File: config.mk
export PLATFORM = sky130hd
export DESIGN_NAME = lsu_top
export DESIGN_NICKNAME = d
export VERILOG_FILES = /design/src/lsu_pkg.sv /design/src/dbus_if.sv /design/src/dbus_axil_bridge.sv /design/src/fence_flush_tracker.sv /design/src/load_store_ctrl.sv /design/src/lsu_top.sv
export SDC_FILE = /design/constraint.sdc
export NUM_CORES = 1
export LEC_CHECK = 0
export ABC_AREA = 0
export BUFFER_PORTS_ARGS = -buffer_cell sky130_fd_sc_hd__buf_4
export CAP_MARGIN = 20
export CORE_ASPECT_RATIO = 0.75
export CORE_MARGIN = 2
export CORE_UTILIZATION = 46
export CTS_CLUSTER_DIAMETER = 30
export DETAILED_ROUTE_END_ITERATION = 10
export PLACE_DENSITY_LB_ADDON = 0.12
export SYNTH_ARGS = -nofsm -noshare
export SYNTH_HDL_FRONTEND = slang
export SYNTH_SLANG_ARGS = --single-unit
File: constraint.sdc
create_clock -name CLK -period 5.5 [get_ports CLK]
set_input_delay 0.55 -clock CLK [delete_from_list [all_inputs] [get_ports CLK]]
set_output_delay 0.55 -clock CLK [all_outputs]
set_load 0.01 [all_outputs]
File: src/lsu_pkg.sv
// *********************************************************************
// lsu package
// shared types and constants for the memory-access stage: the data
// word, scalar access widths, bus byte order and AXI4-Lite codes.
// *********************************************************************

package lsu_pkg;

    // data and address word.
    typedef logic [31:0] word_t;

    // scalar access widths, encoded as in funct3.
    typedef enum logic [2:0] {
        LB  = 3'b000,
        LH  = 3'b001,
        LW  = 3'b010,
        LBU = 3'b100,
        LHU = 3'b101
    } access_t;

    // byte order of the data bus, "big" or "little".
    // little mirrors write lanes and byte-reverses word stores.
    localparam string BUS_ENDIANNESS = "little";

    // axi response code for a good transfer.
    localparam logic [1:0] AXI_RESP_OKAY = 2'b00;

    // unprivileged, secure, data access.
    localparam logic [2:0] AXI_PROT_DATA = 3'b000;

endpackage

File: src/dbus_if.sv
// *********************************************************************
// data bus interface
// request/busy bus between the load-store controller and the
// axi4-lite bridge. one access at a time, held until busy falls.
// *********************************************************************

`timescale 1ns/1ps

interface dbus_if;

    lsu_pkg::word_t addr;
    logic           ren;
    logic           wen;
    logic [3:0]     byte_en;
    lsu_pkg::word_t wdata;
    lsu_pkg::word_t rdata;   // valid when busy falls.
    logic           busy;
    logic           err;

    modport controller (
        output addr, ren, wen, byte_en, wdata,
        input  rdata, busy, err
    );

    modport bridge (
        input  addr, ren, wen, byte_en, wdata,
        output rdata, busy, err
    );

endinterface

File: src/dbus_axil_bridge.sv
// *********************************************************************
// data bus to axi4-lite bridge
// runs one request/busy access as a single axi4-lite read or write.
// busy is high from the cycle after acceptance until the cycle after
// the response, when rdata and err are valid.
// *********************************************************************

`timescale 1ns/1ps

module dbus_axil_bridge (
    input  logic           CLK,
    input  logic           nRST,
    dbus_if.bridge         bus,
    output lsu_pkg::word_t awaddr,
    output logic [2:0]     awprot,
    output logic           awvalid,
    input  logic           awready,
    output lsu_pkg::word_t wdata,
    output logic [3:0]     wstrb,
    output logic           wvalid,
    input  logic           wready,
    input  logic           bvalid,
    input  logic [1:0]     bresp,
    output logic           bready,
    output lsu_pkg::word_t araddr,
    output logic [2:0]     arprot,
    output logic           arvalid,
    input  logic           arready,
    input  logic           rvalid,
    input  lsu_pkg::word_t rdata,
    input  logic [1:0]     rresp,
    output logic           rready
);

    typedef enum logic [2:0] {
        IDLE,
        WR_ADDR_DATA,
        WR_RESP,
        RD_ADDR,
        RD_DATA
    } state_t;

    state_t         state;
    state_t         state_next;
    logic           aw_pend;      // aw not yet accepted.
    logic           w_pend;       // w not yet accepted.
    logic           done_wait;    // finished access, request still up.
    logic           req;
    logic           accept;
    logic           b_fire;
    logic           r_fire;
    lsu_pkg::word_t addr_q;
    lsu_pkg::word_t wdata_q;
    logic [3:0]     strb_q;
    lsu_pkg::word_t rdata_q;
    logic           err_q;

    assign req    = bus.ren | bus.wen;
    assign accept = (state == IDLE) & req & ~done_wait;
    assign b_fire = bready & bvalid;
    assign r_fire = rready & rvalid;

    always_comb begin
        state_next = state;
        case (state)
            IDLE:         if (accept) state_next = bus.wen ? WR_ADDR_DATA : RD_ADDR;
            WR_ADDR_DATA: if ((!aw_pend || awready) && (!w_pend || wready))
                              state_next = WR_RESP;
            WR_RESP:      if (bvalid) state_next = IDLE;
            RD_ADDR:      if (arready) state_next = RD_DATA;
            RD_DATA:      if (rvalid) state_next = IDLE;
            default:      state_next = IDLE;
        endcase
    end

    always_ff @(posedge CLK, negedge nRST) begin
        if (!nRST) begin
            state     <= IDLE;
            aw_pend   <= 1'b0;
            w_pend    <= 1'b0;
            done_wait <= 1'b0;
            err_q     <= 1'b0;
        end else begin
            state <= state_next;
            if (accept && bus.wen) begin
                aw_pend <= 1'b1;
                w_pend  <= 1'b1;
            end else begin
                if (awready) aw_pend <= 1'b0;   // each channel drops on its own.
                if (wready)  w_pend  <= 1'b0;
            end
            // keep the held request from starting a second access.
            if (b_fire || r_fire)
                done_wait <= 1'b1;
            else if (!req)
                done_wait <= 1'b0;
            if (b_fire) err_q <= (bresp != lsu_pkg::AXI_RESP_OKAY);
            if (r_fire) err_q <= (rresp != lsu_pkg::AXI_RESP_OKAY);
        end
    end

    always_ff @(posedge CLK) begin
        if (accept) begin
            addr_q  <= bus.addr;
            wdata_q <= bus.wdata;
            strb_q  <= bus.byte_en;
        end
        if (r_fire) rdata_q <= rdata;
    end

    assign awaddr  = addr_q;
    assign awprot  = lsu_pkg::AXI_PROT_DATA;
    assign awvalid = aw_pend;
    assign wdata   = wdata_q;
    assign wstrb   = strb_q;
    assign wvalid  = w_pend;
    assign bready  = (state == WR_RESP);
    assign araddr  = addr_q;
    assign arprot  = lsu_pkg::AXI_PROT_DATA;
    assign arvalid = (state == RD_ADDR);
    assign rready  = (state == RD_DATA);

    assign bus.busy  = (state != IDLE);
    assign bus.rdata = rdata_q;
    assign bus.err   = err_q;

    a_awaddr_stable: assert property (@(posedge CLK) disable iff (!nRST)
        awvalid && !awready |=> $stable(awaddr))
        else $error("dbus_axil_bridge: awaddr changed under back-pressure");

endmodule

File: src/fence_flush_tracker.sv
// *********************************************************************
// fence flush tracker
// turns a rising instruction fence into one-cycle icache and dcache
// flush pulses and stalls the pipeline until both caches are done.
// *********************************************************************

`timescale 1ns/1ps

module fence_flush_tracker (
    input  logic CLK,
    input  logic nRST,
    input  logic ifence,
    output logic icache_flush,
    output logic dcache_flush,
    input  logic iflush_done,
    input  logic dflush_done,
    output logic fence_stall
);

    logic ifence_q;
    logic fence_rise;
    logic iflushed;
    logic dflushed;

    assign fence_rise   = ifence & ~ifence_q;
    assign icache_flush = fence_rise;
    assign dcache_flush = fence_rise;

    always_ff @(posedge CLK, negedge nRST) begin
        if (!nRST) begin
            ifence_q <= 1'b0;
            iflushed <= 1'b1;   // nothing pending out of reset.
            dflushed <= 1'b1;
        end else begin
            ifence_q <= ifence;
            // done wins over a pulse in the same cycle.
            if (iflush_done)
                iflushed <= 1'b1;
            else if (fence_rise)
                iflushed <= 1'b0;
            if (dflush_done)
                dflushed <= 1'b1;
            else if (fence_rise)
                dflushed <= 1'b0;
        end
    end

    assign fence_stall = ifence_q & ~(iflushed & dflushed);

    a_flush_one_cycle: assert property (@(posedge CLK) disable iff (!nRST)
        icache_flush |=> !icache_flush)
        else $error("fence_flush_tracker: flush pulse longer than one cycle");

endmodule

File: src/load_store_ctrl.sv
// *********************************************************************
// load-store controller
// turns one scalar load or store into a data bus request: byte
// enables, store replication, lane mirroring for the bus byte order,
// misalignment check and sign/zero extension of load data.
// combinational from pipeline to bus and from bus to load_data.
// *********************************************************************

`timescale 1ns/1ps

module load_store_ctrl (
    input  logic             CLK,
    input  logic             nRST,
    input  logic             ren,
    input  logic             wen,
    input  lsu_pkg::word_t   addr,
    input  lsu_pkg::access_t access,
    input  lsu_pkg::word_t   store_data,
    output lsu_pkg::word_t   load_data,
    output logic             ready,
    output logic             misaligned,
    output logic             bus_err,
    dbus_if.controller       bus
);

    logic [1:0]     offset;
    logic [3:0]     lane_en;      // natural lane order.
    logic [3:0]     wr_lane_en;   // lane order as the bus sees writes.
    lsu_pkg::word_t store_rep;
    lsu_pkg::word_t store_bus;
    logic [7:0]     load_byte;
    logic [15:0]    load_half;

    assign offset = addr[1:0];

    // lanes touched by the access.
    always_comb begin
        case (access)
            lsu_pkg::LB, lsu_pkg::LBU: lane_en = 4'b0001 << offset;
            lsu_pkg::LH, lsu_pkg::LHU: lane_en = offset[1] ? 4'b1100 : 4'b0011;
            lsu_pkg::LW:               lane_en = 4'b1111;
            default:                   lane_en = 4'b0000;
        endcase
    end

    // halves need an even offset, words a zero offset.
    always_comb begin
        case (access)
            lsu_pkg::LH, lsu_pkg::LHU: misaligned = (ren | wen) & offset[0];
            lsu_pkg::LW:               misaligned = (ren | wen) & (offset != 2'b00);
            default:                   misaligned = 1'b0;
        endcase
    end

    // replicate so every lane the store may hit carries the data.
    always_comb begin
        case (access)
            lsu_pkg::LB, lsu_pkg::LBU: store_rep = {4{store_data[7:0]}};
            lsu_pkg::LH, lsu_pkg::LHU: store_rep = {2{store_data[15:0]}};
            default:                   store_rep = store_data;
        endcase
    end

    generate
        if (lsu_pkg::BUS_ENDIANNESS == "big") begin : g_bus_be
            assign wr_lane_en = lane_en;
            assign store_bus  = store_rep;
        end else begin : g_bus_le
            // lane i goes to lane 3-i on writes.
            assign wr_lane_en = {lane_en[0], lane_en[1], lane_en[2], lane_en[3]};
            assign store_bus  = (access == lsu_pkg::LW) ?
                                {store_rep[7:0], store_rep[15:8],
                                 store_rep[23:16], store_rep[31:24]} :
                                store_rep;
        end
    endgenerate

    // a misaligned access never reaches the bus.
    assign bus.addr    = addr;
    assign bus.ren     = ren & ~misaligned;
    assign bus.wen     = wen & ~misaligned;
    assign bus.byte_en = wen ? wr_lane_en : lane_en;   // loads are not mirrored.
    assign bus.wdata   = store_bus;

    // pick the addressed lanes out of the returned word.
    assign load_byte = bus.rdata[{offset, 3'b000} +: 8];
    assign load_half = offset[1] ? bus.rdata[31:16] : bus.rdata[15:0];

    always_comb begin
        case (access)
            lsu_pkg::LB:  load_data = {{24{load_byte[7]}}, load_byte};
            lsu_pkg::LBU: load_data = {24'h000000, load_byte};
            lsu_pkg::LH:  load_data = {{16{load_half[15]}}, load_half};
            lsu_pkg::LHU: load_data = {16'h0000, load_half};
            lsu_pkg::LW:  load_data = bus.rdata;
            default:      load_data = '0;
        endcase
    end

    assign ready   = ~bus.busy;
    assign bus_err = bus.err;

    // the pipeline issues a load or a store, never both.
    a_one_dir: assert property (@(posedge CLK) disable iff (!nRST) !(ren && wen))
        else $error("load_store_ctrl: ren and wen high in the same cycle");

endmodule

File: src/lsu_top.sv
// *********************************************************************
// memory-access stage top
// load-store controller and axi4-lite bridge joined by the data bus,
// plus the instruction fence flush tracker. wiring only.
// *********************************************************************

`timescale 1ns/1ps

module lsu_top (
    input  logic             CLK,
    input  logic             nRST,
    // pipeline side.
    input  logic             ren,
    input  logic             wen,
    input  lsu_pkg::word_t   addr,
    input  lsu_pkg::access_t access,
    input  lsu_pkg::word_t   store_data,
    output lsu_pkg::word_t   load_data,
    output logic             ready,
    output logic             misaligned,
    output logic             bus_err,
    // fence and cache flush.
    input  logic             ifence,
    output logic             icache_flush,
    output logic             dcache_flush,
    input  logic             iflush_done,
    input  logic             dflush_done,
    output logic             fence_stall,
    // axi4-lite master.
    output lsu_pkg::word_t   awaddr,
    output logic [2:0]       awprot,
    output logic             awvalid,
    input  logic             awready,
    output lsu_pkg::word_t   wdata,
    output logic [3:0]       wstrb,
    output logic             wvalid,
    input  logic             wready,
    input  logic             bvalid,
    input  logic [1:0]       bresp,
    output logic             bready,
    output lsu_pkg::word_t   araddr,
    output logic [2:0]       arprot,
    output logic             arvalid,
    input  logic             arready,
    input  logic             rvalid,
    input  lsu_pkg::word_t   rdata,
    input  logic [1:0]       rresp,
    output logic             rready
);

    dbus_if dbus ();

    load_store_ctrl i_lsc (
        .CLK        (CLK),
        .nRST       (nRST),
        .ren        (ren),
        .wen        (wen),
        .addr       (addr),
        .access     (access),
        .store_data (store_data),
        .load_data  (load_data),
        .ready      (ready),
        .misaligned (misaligned),
        .bus_err    (bus_err),
        .bus        (dbus.controller)
    );

    fence_flush_tracker i_fence (
        .CLK          (CLK),
        .nRST         (nRST),
        .ifence       (ifence),
        .icache_flush (icache_flush),
        .dcache_flush (dcache_flush),
        .iflush_done  (iflush_done),
        .dflush_done  (dflush_done),
        .fence_stall  (fence_stall)
    );

    dbus_axil_bridge i_bridge (
        .CLK     (CLK),
        .nRST    (nRST),
        .bus     (dbus.bridge),
        .awaddr  (awaddr),
        .awprot  (awprot),
        .awvalid (awvalid),
        .awready (awready),
        .wdata   (wdata),
        .wstrb   (wstrb),
        .wvalid  (wvalid),
        .wready  (wready),
        .bvalid  (bvalid),
        .bresp   (bresp),
        .bready  (bready),
        .araddr  (araddr),
        .arprot  (arprot),
        .arvalid (arvalid),
        .arready (arready),
        .rvalid  (rvalid),
        .rdata   (rdata),
        .rresp   (rresp),
        .rready  (rready)
    );

endmodule

==> results.md, run 1 <==
- Fin. max-slew vios: 0
- N_diodes: 0
- CTS root buf: clkbuf_16
- Overall routing resource usage: 22.3%
- Worst clock skew: 0.00939 ns
- RSZ-0062 raised after global routing: false
- Port Buffer Count: 257
- WL final: 14000 um
- Crit-path most repeated cell: buf_4
- Element type at the critical path end: primary output
- Leak Pwr: 3.16 nW
- Max Cap Viol: 0
- Row count: 33
- Non-Filler Instances: 770
- Routed vias/inst: 5.35
- Fmax: 310 MHz
- Syn Area/Cell: 12.6 um^2
- Worst Setup Path Type: input port to primary output
- Share of cells above drive strength 1: 47.8%
- IO Pins: 264
- GR Overflow Total: 0
- Clock Tree Buf Depth: 2
- Routed via count: 4118
- Inserted Clock Buffers: 9
- Clock slew seen by the registers of the worst setup and hold paths: 0.07 ns
- Hold Fails Final Rpt: 0
- Fraction of registers with async set/reset: 9.09%
- Reg2Reg Setup Slack: 3.01 ns
- Htree depth: 3
- Pwr Density: 372 mW/mm^2
- Yosys warns: 0
- CTS-repair resized insts: 0
- Sequential cell area: 0.00326 mm^2
- Min-delay worst type: input port to async pin
- Cells after Synth: 415
- Slowest-stage cell, CP: nor3_4
- Detailed Routing Iterations Pass 1: 5
- Drt first-iter violations: 376
- Fin util: 66.4%
- Full die area: 0.0123 mm^2
- Synth Register Bits: 110
- Final setup viols: 0
- Post-synth EDFFs: 100
- Sequential share of the synthesized area: 62.1%
- DIE WIDTH: 127 um
- First-pass GRT wire length: 21000 um
- Fin crit share: 58.6%
- CP Launch Point: access[1]
- Hold buffer count at CTS: 0
- Largest net degree at the start of global routing: 52
- Netlist cell types: 47
- CTS tree: yes
- Worst r2r path cells: 4
- # clock sinks: 110
- Worst skew pair latency: 0.34 ns
- Nets: 740
- Worst Path Arrival: 2.68 ns
- Synth Flop Type: edfxtp_1
- Setup crit start kind: input port
- Number of remaining DRC errors: 0
- Die height: 96.5 um
- Area of the multi-input gates: 0.00159 mm^2
- Fill count: 852
- Worst-path maximum fanout: 47
- Placed cells: 754
- Syn-to-layout area delta: 39.5%
- Peak supply drop: 0.187 mV
- Post-DP HPWL: 10400 um
- Number of routed nets with antenna violations: 0
- Slowest stage delay, CP: 0.94 ns
- Routed len/inst: 18.1 um
- Number of global-route vias before repair: 4056
- Reg2reg end: i_bridge.wdata[8]$_DFFE_PP_
- Setup TNS Final: 0 ns
- Mapped Area: 0.00525 mm^2
- Status: completed
- Reg-to-reg startpoint: i_bridge.state[0]$_DFFE_PN0P_
- Core ar.: 0.0110 mm^2
- Req. time, crit path: 4.95 ns
- Final RePlAce weighted congestion: 0.877
- Worst setup path endpoint: load_data[2]
- Setup bufs post-CTS: 0
- Antenna violations before repair: 0
- Initial core utilization: 47.6%
- Final critical-path required period: 3.23 ns
- CP Cell Sequence: buf_4, inv_1, nor3_4, a22o_1, buf_4
- Slew at the pin closest to its max-slew limit: 1.04 ns
- Worst slew margin: 30.2%
==> where the power goes <==
| group | internal [mW] | leakage [nW] | switching (mW) |
|---|---|---|---|
| sequential | 1.13 | 1.04 | 0.0817 |
| combinational | 0.391 | 1.97 | 0.417 |
| clock | 0.405 | 0.154 | 0.299 |
| total | 1.93 | 3.16 | 0.797 |
==> critical path, delay by kind of cell <==
family,cells,cell delay (ns)
buffers and inverters,3,0.90
and+or+nand+nor,1,0.94
AOI/OAI and AO/OA,1,0.27
==> synthesized netlist by cell type (2+ instances only) <==
cell type  number  area [um^2]
edfxtp_1      100         3000
buf_4          39          293
nand2_1        30          113
nor2_1         24         90.1
a21oi_1        21          105
a21o_1         20          150
o21ai_0        17         85.1
nor3b_1        15          113
mux2_2         14          158
clkbuf_1       13         48.8
nor3_1         12         60.1
buf_2          10         50.1
mux2i_1        10          100
a22oi_1         9         67.6
a221o_1         8         80.1
dfrtp_1         8          200
o22ai_1         8         50.1
inv_1           6         22.5
nand2b_1        6         37.5
a31oi_1         4         25.0
nand3_1         4         20.0
a22o_1          3         26.3
mux4_2          3         67.6
nor2b_1         3         18.8
a21oi_4         2         32.5
a311oi_1        2         17.5
buf_1           2         7.51
dfstp_2         2         52.6
o21ai_1         2         10.0
==> layout by cell type, fill, tap and decap left out, types with 2 or more instances in the layout <==
cell type,netlist,routed
edfxtp_1,100,100
o21ai_0,17,17
a21o_1,20,20
mux4_2,3,3
a221o_1,8,8
nand3_1,4,4
o21ai_1,2,2
nor2_1,24,23
mux2_2,14,14
clkinvlp_4,0,2
conb_1,1,6
a31oi_1,4,4
a22o_1,3,3
bufinv_16,0,2
nor3_1,12,12
a21oi_1,21,21
nand2b_1,6,6
mux2i_1,10,10
a311oi_1,2,2
o22ai_1,8,8
clkbuf_16,0,9
a22oi_1,9,9
nand2_1,30,30
nor3b_1,15,15
a21oi_4,2,2
dfstp_2,2,2
nor2b_1,3,3
inv_1,6,6
dfrtp_1,8,8
buf_4,39,259
==> layer usage <==
metal,wire (um),vias to the layer above,global-route usage (%),share of wire [%]
li1,-,1929,-,-
met1,5330,1969,27.2,38
met2,7120,201,38.1,51
met3,1300,19,7.49,9.3
met4,218,0,6.87,1.6
met5,0,-,0,0
==> per-stage QoR <==
stage          hold WS (ns)  cell area (um^2)  power, mW  setup slack [ns]
5_1_grt              0.0124              7320       2.84              2.08
6_report             0.0180              7320       2.72              2.27
3_5_place_dp          0.381              6990       2.04              2.19
2_1_floorplan         0.254              5260       1.65              1.12
4_1_cts              0.0121              7320       2.75              2.23
3_3_place_gp          0.382              6990       2.02              2.25
==> logic make-up after synthesis <==
logic type / Yosys count / synth area share (%)
AO/OA/AOI/OAI: 103 / 13.5
multiplexers: 27 / 6.20
AND/OR/NAND/NOR: 103 / 9.92
other: 1 / 0.0715
flip-flops: 110 / 62.1
buffers and inverters: 71 / 8.25
==> worst min path at each step <==
stage,from,end,slack [ns],cells after the start
6_report,nRST,i_bridge.bus.err$_DFFE_PN0P_,0.02,1
2_1_floorplan,nRST,i_bridge.awvalid$_DFFE_PN0P_,0.25,0
5_1_grt,nRST,i_bridge.bus.err$_DFFE_PN0P_,0.01,1
3_5_place_dp,nRST,i_bridge.wvalid$_DFFE_PN0P_,0.38,1
4_1_cts,nRST,i_bridge.bus.err$_DFFE_PN0P_,0.01,1
3_3_place_gp,nRST,i_bridge.awvalid$_DFFE_PN0P_,0.38,1
==> registers in the layout, summed over array words and instances, names as in the netlist <==
name                count
i_bridge.wstrb          4
i_bridge.bus.err        1
i_fence.ifence_q        1
i_bridge.awvalid        1
i_bridge.bus.rdata     32
i_bridge.done_wait      1
i_bridge.state          3
i_fence.dflushed        1
i_bridge.wvalid         1
i_bridge.araddr        32
i_fence.iflushed        1
i_bridge.wdata         32
==> area by class of cell <==
class                           count  area share, %
Clock buffer                        9           3.08
Multi-Input combinational cell    239           21.7
Clock inverter                      7           1.42
Sequential cell                   110           44.5
Timing Repair Buffer              259           26.6
Inverter                            6          0.308
Tap cell                          140           2.39
(Power assumes the default switching activity.)
==> inputs of run 2 (changes only) <==
- ABC_AREA: 0 -> 1
- CORE_UTILIZATION: 46 -> 42
- clock period: 5.5 -> 2.9 ns (I/O delays scaled with it)
==> results.md, run 2 <==
- DIE WIDTH: 134 um (+5.3%)
- Final RePlAce weighted congestion: 0.852 (-2.9%)
- First-pass GRT wire length: 21600 um (+2.6%)
- Syn Area/Cell: 10.1 um^2 (-20%)
- Part of the power in registers: 44.8% (+0.3 points)
- Clock slew seen by the registers of the worst setup and hold paths: 0.07 ns (about the same)
- Fin crit share: 76.6%
- # clock sinks: 110 (unchanged)
- Worst Setup Path Type: input port to primary output
- Main area contributors after synthesis: edfxtp_1, nand2_1, buf_4
- Post-synth top cells: nand2_1, edfxtp_1, o21ai_0, buf_4, inv_1
- Most common cell in the netlist: nand2_1
- Pwr Density: 716 mW/mm^2 (+92%)
- Number of remaining DRC errors: 0 (unchanged)
- Internal: 3.66 mW (+90%)
- Max Cap Viol: 0 (unchanged)
- Synth Flop Type: edfxtp_1
- Htree depth: 3 (unchanged)
- Final setup viols: 0 (unchanged)
- Drt first-iter violations: 255 (-32%)
- Leak Pwr: 3.43 nW (+8.6%)
- Number of global-route vias before repair: 4178 (+3.0%)
- Number of routed nets with antenna violations: 0 (unchanged)
- Full die area: 0.0136 mm^2 (+11%)
- Cells after Synth: 528 (+27%)
- Most frequent cells in the layout: buf_4, nand2_1, edfxtp_1, o21ai_0, inv_1
- Die height: 102 um (+5.2%)
- Peak supply drop: 0.411 mV (+120%)
- WL final: 14400 um (+2.8%)
- Sequential share of the synthesized area: 61.2% (-0.92 points)
- Clk network pwr share: 23.1% (-2.7 points)
- Worst r2r path cells: 6 (+2)
- Post-DP HPWL: 10800 um (+3.8%)
- Routed len/inst: 15.7 um (-14%)
- Mapped Area: 0.00532 mm^2 (+1.5%)
- CTS root buf: clkbuf_16
- Sw frac: 30.9% (+1.6 points)
- Hold Fails Final Rpt: 0 (unchanged)
- Fmax: 450 MHz
- Setup crit start kind: input port
- Logic pwr share: 32.1% (+2.4 points)
- Post-synth EDFFs: 100 (unchanged)
- Core ar.: 0.0123 mm^2 (+12%)
- Fin. max-slew vios: 0 (unchanged)
- Worst-path maximum fanout: 37 (-21%)
- Routed via count: 4456 (+8.2%)
- Clock Tree Buf Depth: 2 (unchanged)
- Worst skew pair latency: 0.34 ns (about the same)
- Detailed Routing Iterations Pass 1: 5 (unchanged)
- Slew at the pin closest to its max-slew limit: 0.558 ns (-0.485 ns)
- IO Pins: 264 (unchanged)
- Fill count: 1057 (+24%)
- CTS tree: yes
- Fraction of registers with async set/reset: 9.09% (unchanged)
- Yosys warns: 0 (unchanged)
- Routed vias/inst: 4.87 (-8.9%)
- Switching power: 1.64 mW (+110%)
- Min-delay worst type: input port to register
- Status: completed
- Nets: 859 (+16%)
- Worst clock skew: 0.00524 ns (-0.00416 ns)
- Setup TNS Final: 0 ns (unchanged)
- Antenna violations before repair: 0 (unchanged)
- Final critical-path required period: 2.22 ns
- GR Overflow Total: 0 (unchanged)
- Worst hold stages: 1
- Worst slew margin: 62.7% (+32 points)
- Element type at the critical path end: primary output
- Syn-to-layout area delta: 39.0%
- Initial core utilization: 43.3% (-4.3 points)
- Port Buffer Count: 257 (unchanged)
- Inserted Clock Buffers: 9 (unchanged)
- Total power: 5.30 mW (+95%)
- Share of the synthesized area in the top cell type: 56.4% (-0.85 points)
- Req. time, crit path: 2.61 ns (-2.34 ns)
- Share of cells above drive strength 1: 39.5% (-8.3 points)
- Synth Register Bits: 110 (unchanged)
- Post-synth top area cell: edfxtp_1
- RSZ-0062 raised after global routing: false
- Worst Path Arrival: 1.93 ns (-0.75 ns)
- Row count: 35 (+6.1%)
- Overall routing resource usage: 20.4% (-1.9 points)
- Largest net degree at the start of global routing: 69 (+33%)
- Commonest non-fill, non-tap cell in the layout: buf_4
- Netlist cell types: 35 (-26%)
- Setup bufs post-CTS: 0 (unchanged)
- N_diodes: 0 (unchanged)
[run 2: cell types whose count changed in the layout (fill, tap and decap cells not counted), moves of 7 or more]
cell | before | now
mux2i_1 | 10 | 0
nand3_1 | 4 | 20
nand2_1 | 30 | 155
mux2_2 | 14 | 0
a221o_1 | 8 | 0
o21ai_0 | 17 | 56
inv_1 | 6 | 32
nor3b_1 | 15 | 0
a21boi_0 | 1 | 8
a21o_1 | 20 | 1
nor3_1 | 12 | 2
a22oi_1 | 9 | 0
[run 2: path summary, 6_finish.rpt]
kind,startpoint,endpoint,slack (ns)
worst min-delay path,ifence,i_fence.ifence_q$_DFF_PN0_,0.07
worst max-delay path,access[1],load_data[5],0.68
worst min register to register,i_fence.iflushed$_DFFE_PN1P_,i_fence.iflushed$_DFFE_PN1P_,0.48
min in group asynchronous,nRST,i_bridge.bus.err$_DFFE_PN0P_,0.32
worst max register to register,i_bridge.state[2]$_DFFE_PN0P_,i_bridge.araddr[9]$_DFFE_PP_,1.12
max in group asynchronous,nRST,i_fence.iflushed$_DFFE_PN1P_,2.36
[run 2: power by group through the flow]
| stage | Clock (mW) | Combinational, mW | Sequential, mW |
|---|---|---|---|
| 6_report | 1.22 | 1.70 | 2.37 |
| 5_1_grt | 1.31 | 1.84 | 2.41 |
| 4_1_cts | 1.25 | 1.72 | 2.38 |
| 3_5_place_dp | 0 | 1.71 | 2.41 |
| 3_3_place_gp | 0 | 1.70 | 2.40 |
| 2_1_floorplan | 0 | 0.731 | 2.54 |
[run 2: cells by family (layout without fill, tap and decap cells)]
kind of cell / count (synthesis) / in the layout / share of synthesized area, %
buf+inv: 102 / 318 / 11.1
other cells: 1 / 6 / 0.0704
compound gates: 103 / 103 / 11.1
flops: 110 / 110 / 61.2
simple gates: 212 / 212 / 16.6
[run 2: critical path, stage by stage]
cell and delay, ns:
buf_4 0.28, nand3_4 0.35, inv_2 0.56, nand2_1 0.09
o311ai_0 0.14, buf_4 0.21
[run 2: final cells by class]
cell class | instances | area [um^2] | area share [%]
flip-flops and latches | 110 | 3260 | 44.0
repair buffers | 262 | 1980 | 26.8
multi-input cells | 321 | 1500 | 20.2
clock buffers | 9 | 225 | 3.04
well taps | 166 | 208 | 2.81
inverters | 40 | 158 | 2.13
clock inverters | 7 | 73.8 | 0.998
[run 2: per-layer routing]
metal / global-route usage [%] / up-vias / part of all wire (%)
li1: - / 2180 / -
met1: 25.7 / 2082 / 40
met5: 0 / - / 0
met2: 34.6 / 188 / 49
met4: 4.99 / 0 / 0.75
met3: 6.61 / 6 / 9.5
[run 2: what timing repair did]
| item | CTS | global route |
|---|---|---|
| hold buffers | 1 | 0 |
| resized for setup | 0 | 0 |
| endpoints found under the hold margin | 10 | 0 |
[run 2: stage by stage]
step | cell area, um^2 | worst slack [ns] | instances | util [%] | hold slack, ns
floorplan | 5340 | 0.283 | 533 | - | -0.00559
global placement | 7090 | 0.724 | 898 | 57.6 | 0.128
detailed placement | 7090 | 0.673 | 898 | 57.6 | 0.130
CTS | 7400 | 0.679 | 915 | 60.1 | 0.0517
global route | 7400 | 0.480 | 915 | 60.1 | 0.0510
finish | 7400 | 0.680 | 915 | 60.1 | 0.0659
==> inputs of run 3 (changes only) <==
- CORE_UTILIZATION: 42 -> 46
- clock period: 2.9 -> 2.3 ns (I/O delays scaled with it)
==> results.md, run 3 (synthesis gave the netlist of run 2 again) <==
- Status: completed
- Overall routing resource usage: 22.7% (+2.2 points)
- WL final: 14300 um (-0.31%)
- Detailed Routing Iterations Pass 1: 5 (unchanged)
- Fin crit share: 89.3%
- Fill count: 900 (-15%)
- N_diodes: 0 (unchanged)
- Post-DP HPWL: 10800 um (-0.25%)
- Min-delay worst type: input port to register
- Worst skew pair latency: 0.35 ns (about the same)
- Nets: 863 (+0.47%)
- RSZ-0062 raised after global routing: false
- Antenna violations before repair: 0 (unchanged)
- Setup bufs post-CTS: 0 (unchanged)
- First-pass GRT wire length: 22100 um (+2.7%)
- Worst r2r path cells: 6 (unchanged)
- DIE WIDTH: 128 um (-4.3%)
- Min-delay src: rdata[3]
- Element type at the critical path end: primary output
- Sequential cell area: 0.00326 mm^2 (unchanged)
- Post-place setup slack: 0.297 ns (-0.376 ns)
- Clock Tree Buf Depth: 2 (unchanged)
- Final critical-path required period: 2.05 ns
- Req. time, crit path: 2.07 ns (-0.54 ns)
- Final RePlAce weighted congestion: 0.824 (-3.3%)
- Most frequent cells in the layout: buf_4, nand2_1, edfxtp_1, o21ai_0, inv_1
- Full die area: 0.0125 mm^2 (-8.4%)
- Largest net degree at the start of global routing: 45 (-35%)
- Final setup viols: 0 (unchanged)
- Syn-to-layout area delta: 38.6%
- Worst clock skew: 0.00770 ns (+0.00247 ns)
- Peak supply drop: 0.501 mV (+22%)
- Reg2reg end: i_bridge.araddr[31]$_DFFE_PP_
- Max Cap Viol: 0 (unchanged)
- Row count: 33 (-5.7%)
- Hold_ws: 0.0490 ns (-0.0169 ns)
- Inserted Clock Buffers: 9 (unchanged)
- Die height: 97.2 um (-4.3%)
- Area of the multi-input gates: 0.00150 mm^2 (unchanged)
- Worst Path Arrival: 1.82 ns (-0.11 ns)
- Core ar.: 0.0111 mm^2 (-9.7%)
- Worst Setup Path Type: register to primary output
- Port Buffer Count: 257 (unchanged)
- Fmax: 487 MHz
- Leak Pwr: 3.43 nW (-0.10%)
- GR Overflow Total: 0 (unchanged)
- Worst hold stages: 1 (unchanged)
- Drt first-iter violations: 462 (+81%)
- CP Launch Point: i_bridge.bus.rdata[15]$_DFFE_PP_
- CTS root buf: clkbuf_16
- PnR worst setup slack: 0.245 ns (-0.434 ns)
- Hold Fails Final Rpt: 0 (unchanged)
- # clock sinks: 110 (unchanged)
- Clock slew seen by the registers of the worst setup and hold paths: 0.07 ns (about the same)
- CTS-repair resized insts: 0 (unchanged)
- Reg2Reg Setup Slack: 0.50 ns (-0.62 ns)
- Pwr Density: 897 mW/mm^2 (+25%)
- Fin. max-slew vios: 0 (unchanged)
- CTS tree: yes
- Share of cells above drive strength 1: 39.6% (+0.056 points)
- Setup crit start kind: register
- Routed via count: 4558 (+2.3%)
- Reg-to-reg startpoint: i_bridge.state[2]$_DFFE_PN0P_
- Htree depth: 3 (unchanged)
- Commonest non-fill, non-tap cell in the layout: buf_4
- Routed vias/inst: 5.10 (+4.8%)
- Routed len/inst: 16.0 um (+2.1%)
- Hold buffer count at CTS: 2 (+1)
- Hold Path Sink: i_bridge.bus.rdata[3]$_DFFE_PP_
- Worst-path maximum fanout: 24 (-35%)
- Setup TNS Final: 0 ns (unchanged)
- Number of remaining DRC errors: 0 (unchanged)
- Number of global-route vias before repair: 4404 (+5.4%)
- Number of routed nets with antenna violations: 0 (unchanged)
- Initial core utilization: 47.9% (+4.7 points)
- IO Pins: 264 (unchanged)
[run 3: per-stage QoR]
| step | power (mW) | area [um^2] | std cells | util [%] |
|---|---|---|---|---|
| 3_5_place_dp | 5.22 | 7080 | 875 | 63.8 |
| 2_1_floorplan | 4.12 | 5350 | 533 | - |
| 5_1_grt | 6.95 | 7380 | 893 | 66.4 |
| 4_1_cts | 6.67 | 7380 | 893 | 66.4 |
| 3_3_place_gp | 5.16 | 7080 | 875 | 63.8 |
| 6_report | 6.62 | 7380 | 893 | 66.4 |
[run 3: worst max-delay path by stage]
stage	endpoint	slack [ns]	cells past startpoint
after floorplan	i_bridge.araddr[0]$_DFFE_PP_	0.06	6
after global placement	load_data[12]	0.42	7
after detailed placement	load_data[12]	0.30	7
after CTS	load_data[12]	0.23	7
after global routing	load_data[12]	0.09	7
final	load_data[12]	0.25	7
[run 3: final cells by class]
type | instances | area share, %
Clock buffer | 9 | 3.05
Timing Repair Buffer | 266 | 27.3
Inverter | 40 | 2.19
Clock inverter | 7 | 0.678
Multi-Input combinational cell | 321 | 20.3
Tap cell | 140 | 2.37
Sequential cell | 110 | 44.1
[run 3: routing by layer]
layer | part of all wire (%) | track usage (%) | vias up
met2 | 50 | 38.6 | 245
met5 | 0 | 0 | -
li1 | - | - | 2184
met4 | 1.5 | 6.34 | 0
met3 | 9.3 | 6.33 | 21
met1 | 40 | 28.2 | 2108
[run 3: power by group]
part,leakage (nW),switching (mW),internal (mW)
Sequential,1.05,0.207,2.78
Clock,0.129,0.726,0.737
Combinational,2.25,1.16,1.01
[run 3: worst max-delay path: stages (launching register included)]
cell and delay (ns):
edfxtp_1 0.39, inv_1 0.10, nor3_2 0.04, a21oi_1 0.12, nand3_1 0.12, nand3_2 0.36
nand3_1 0.16, buf_4 0.18
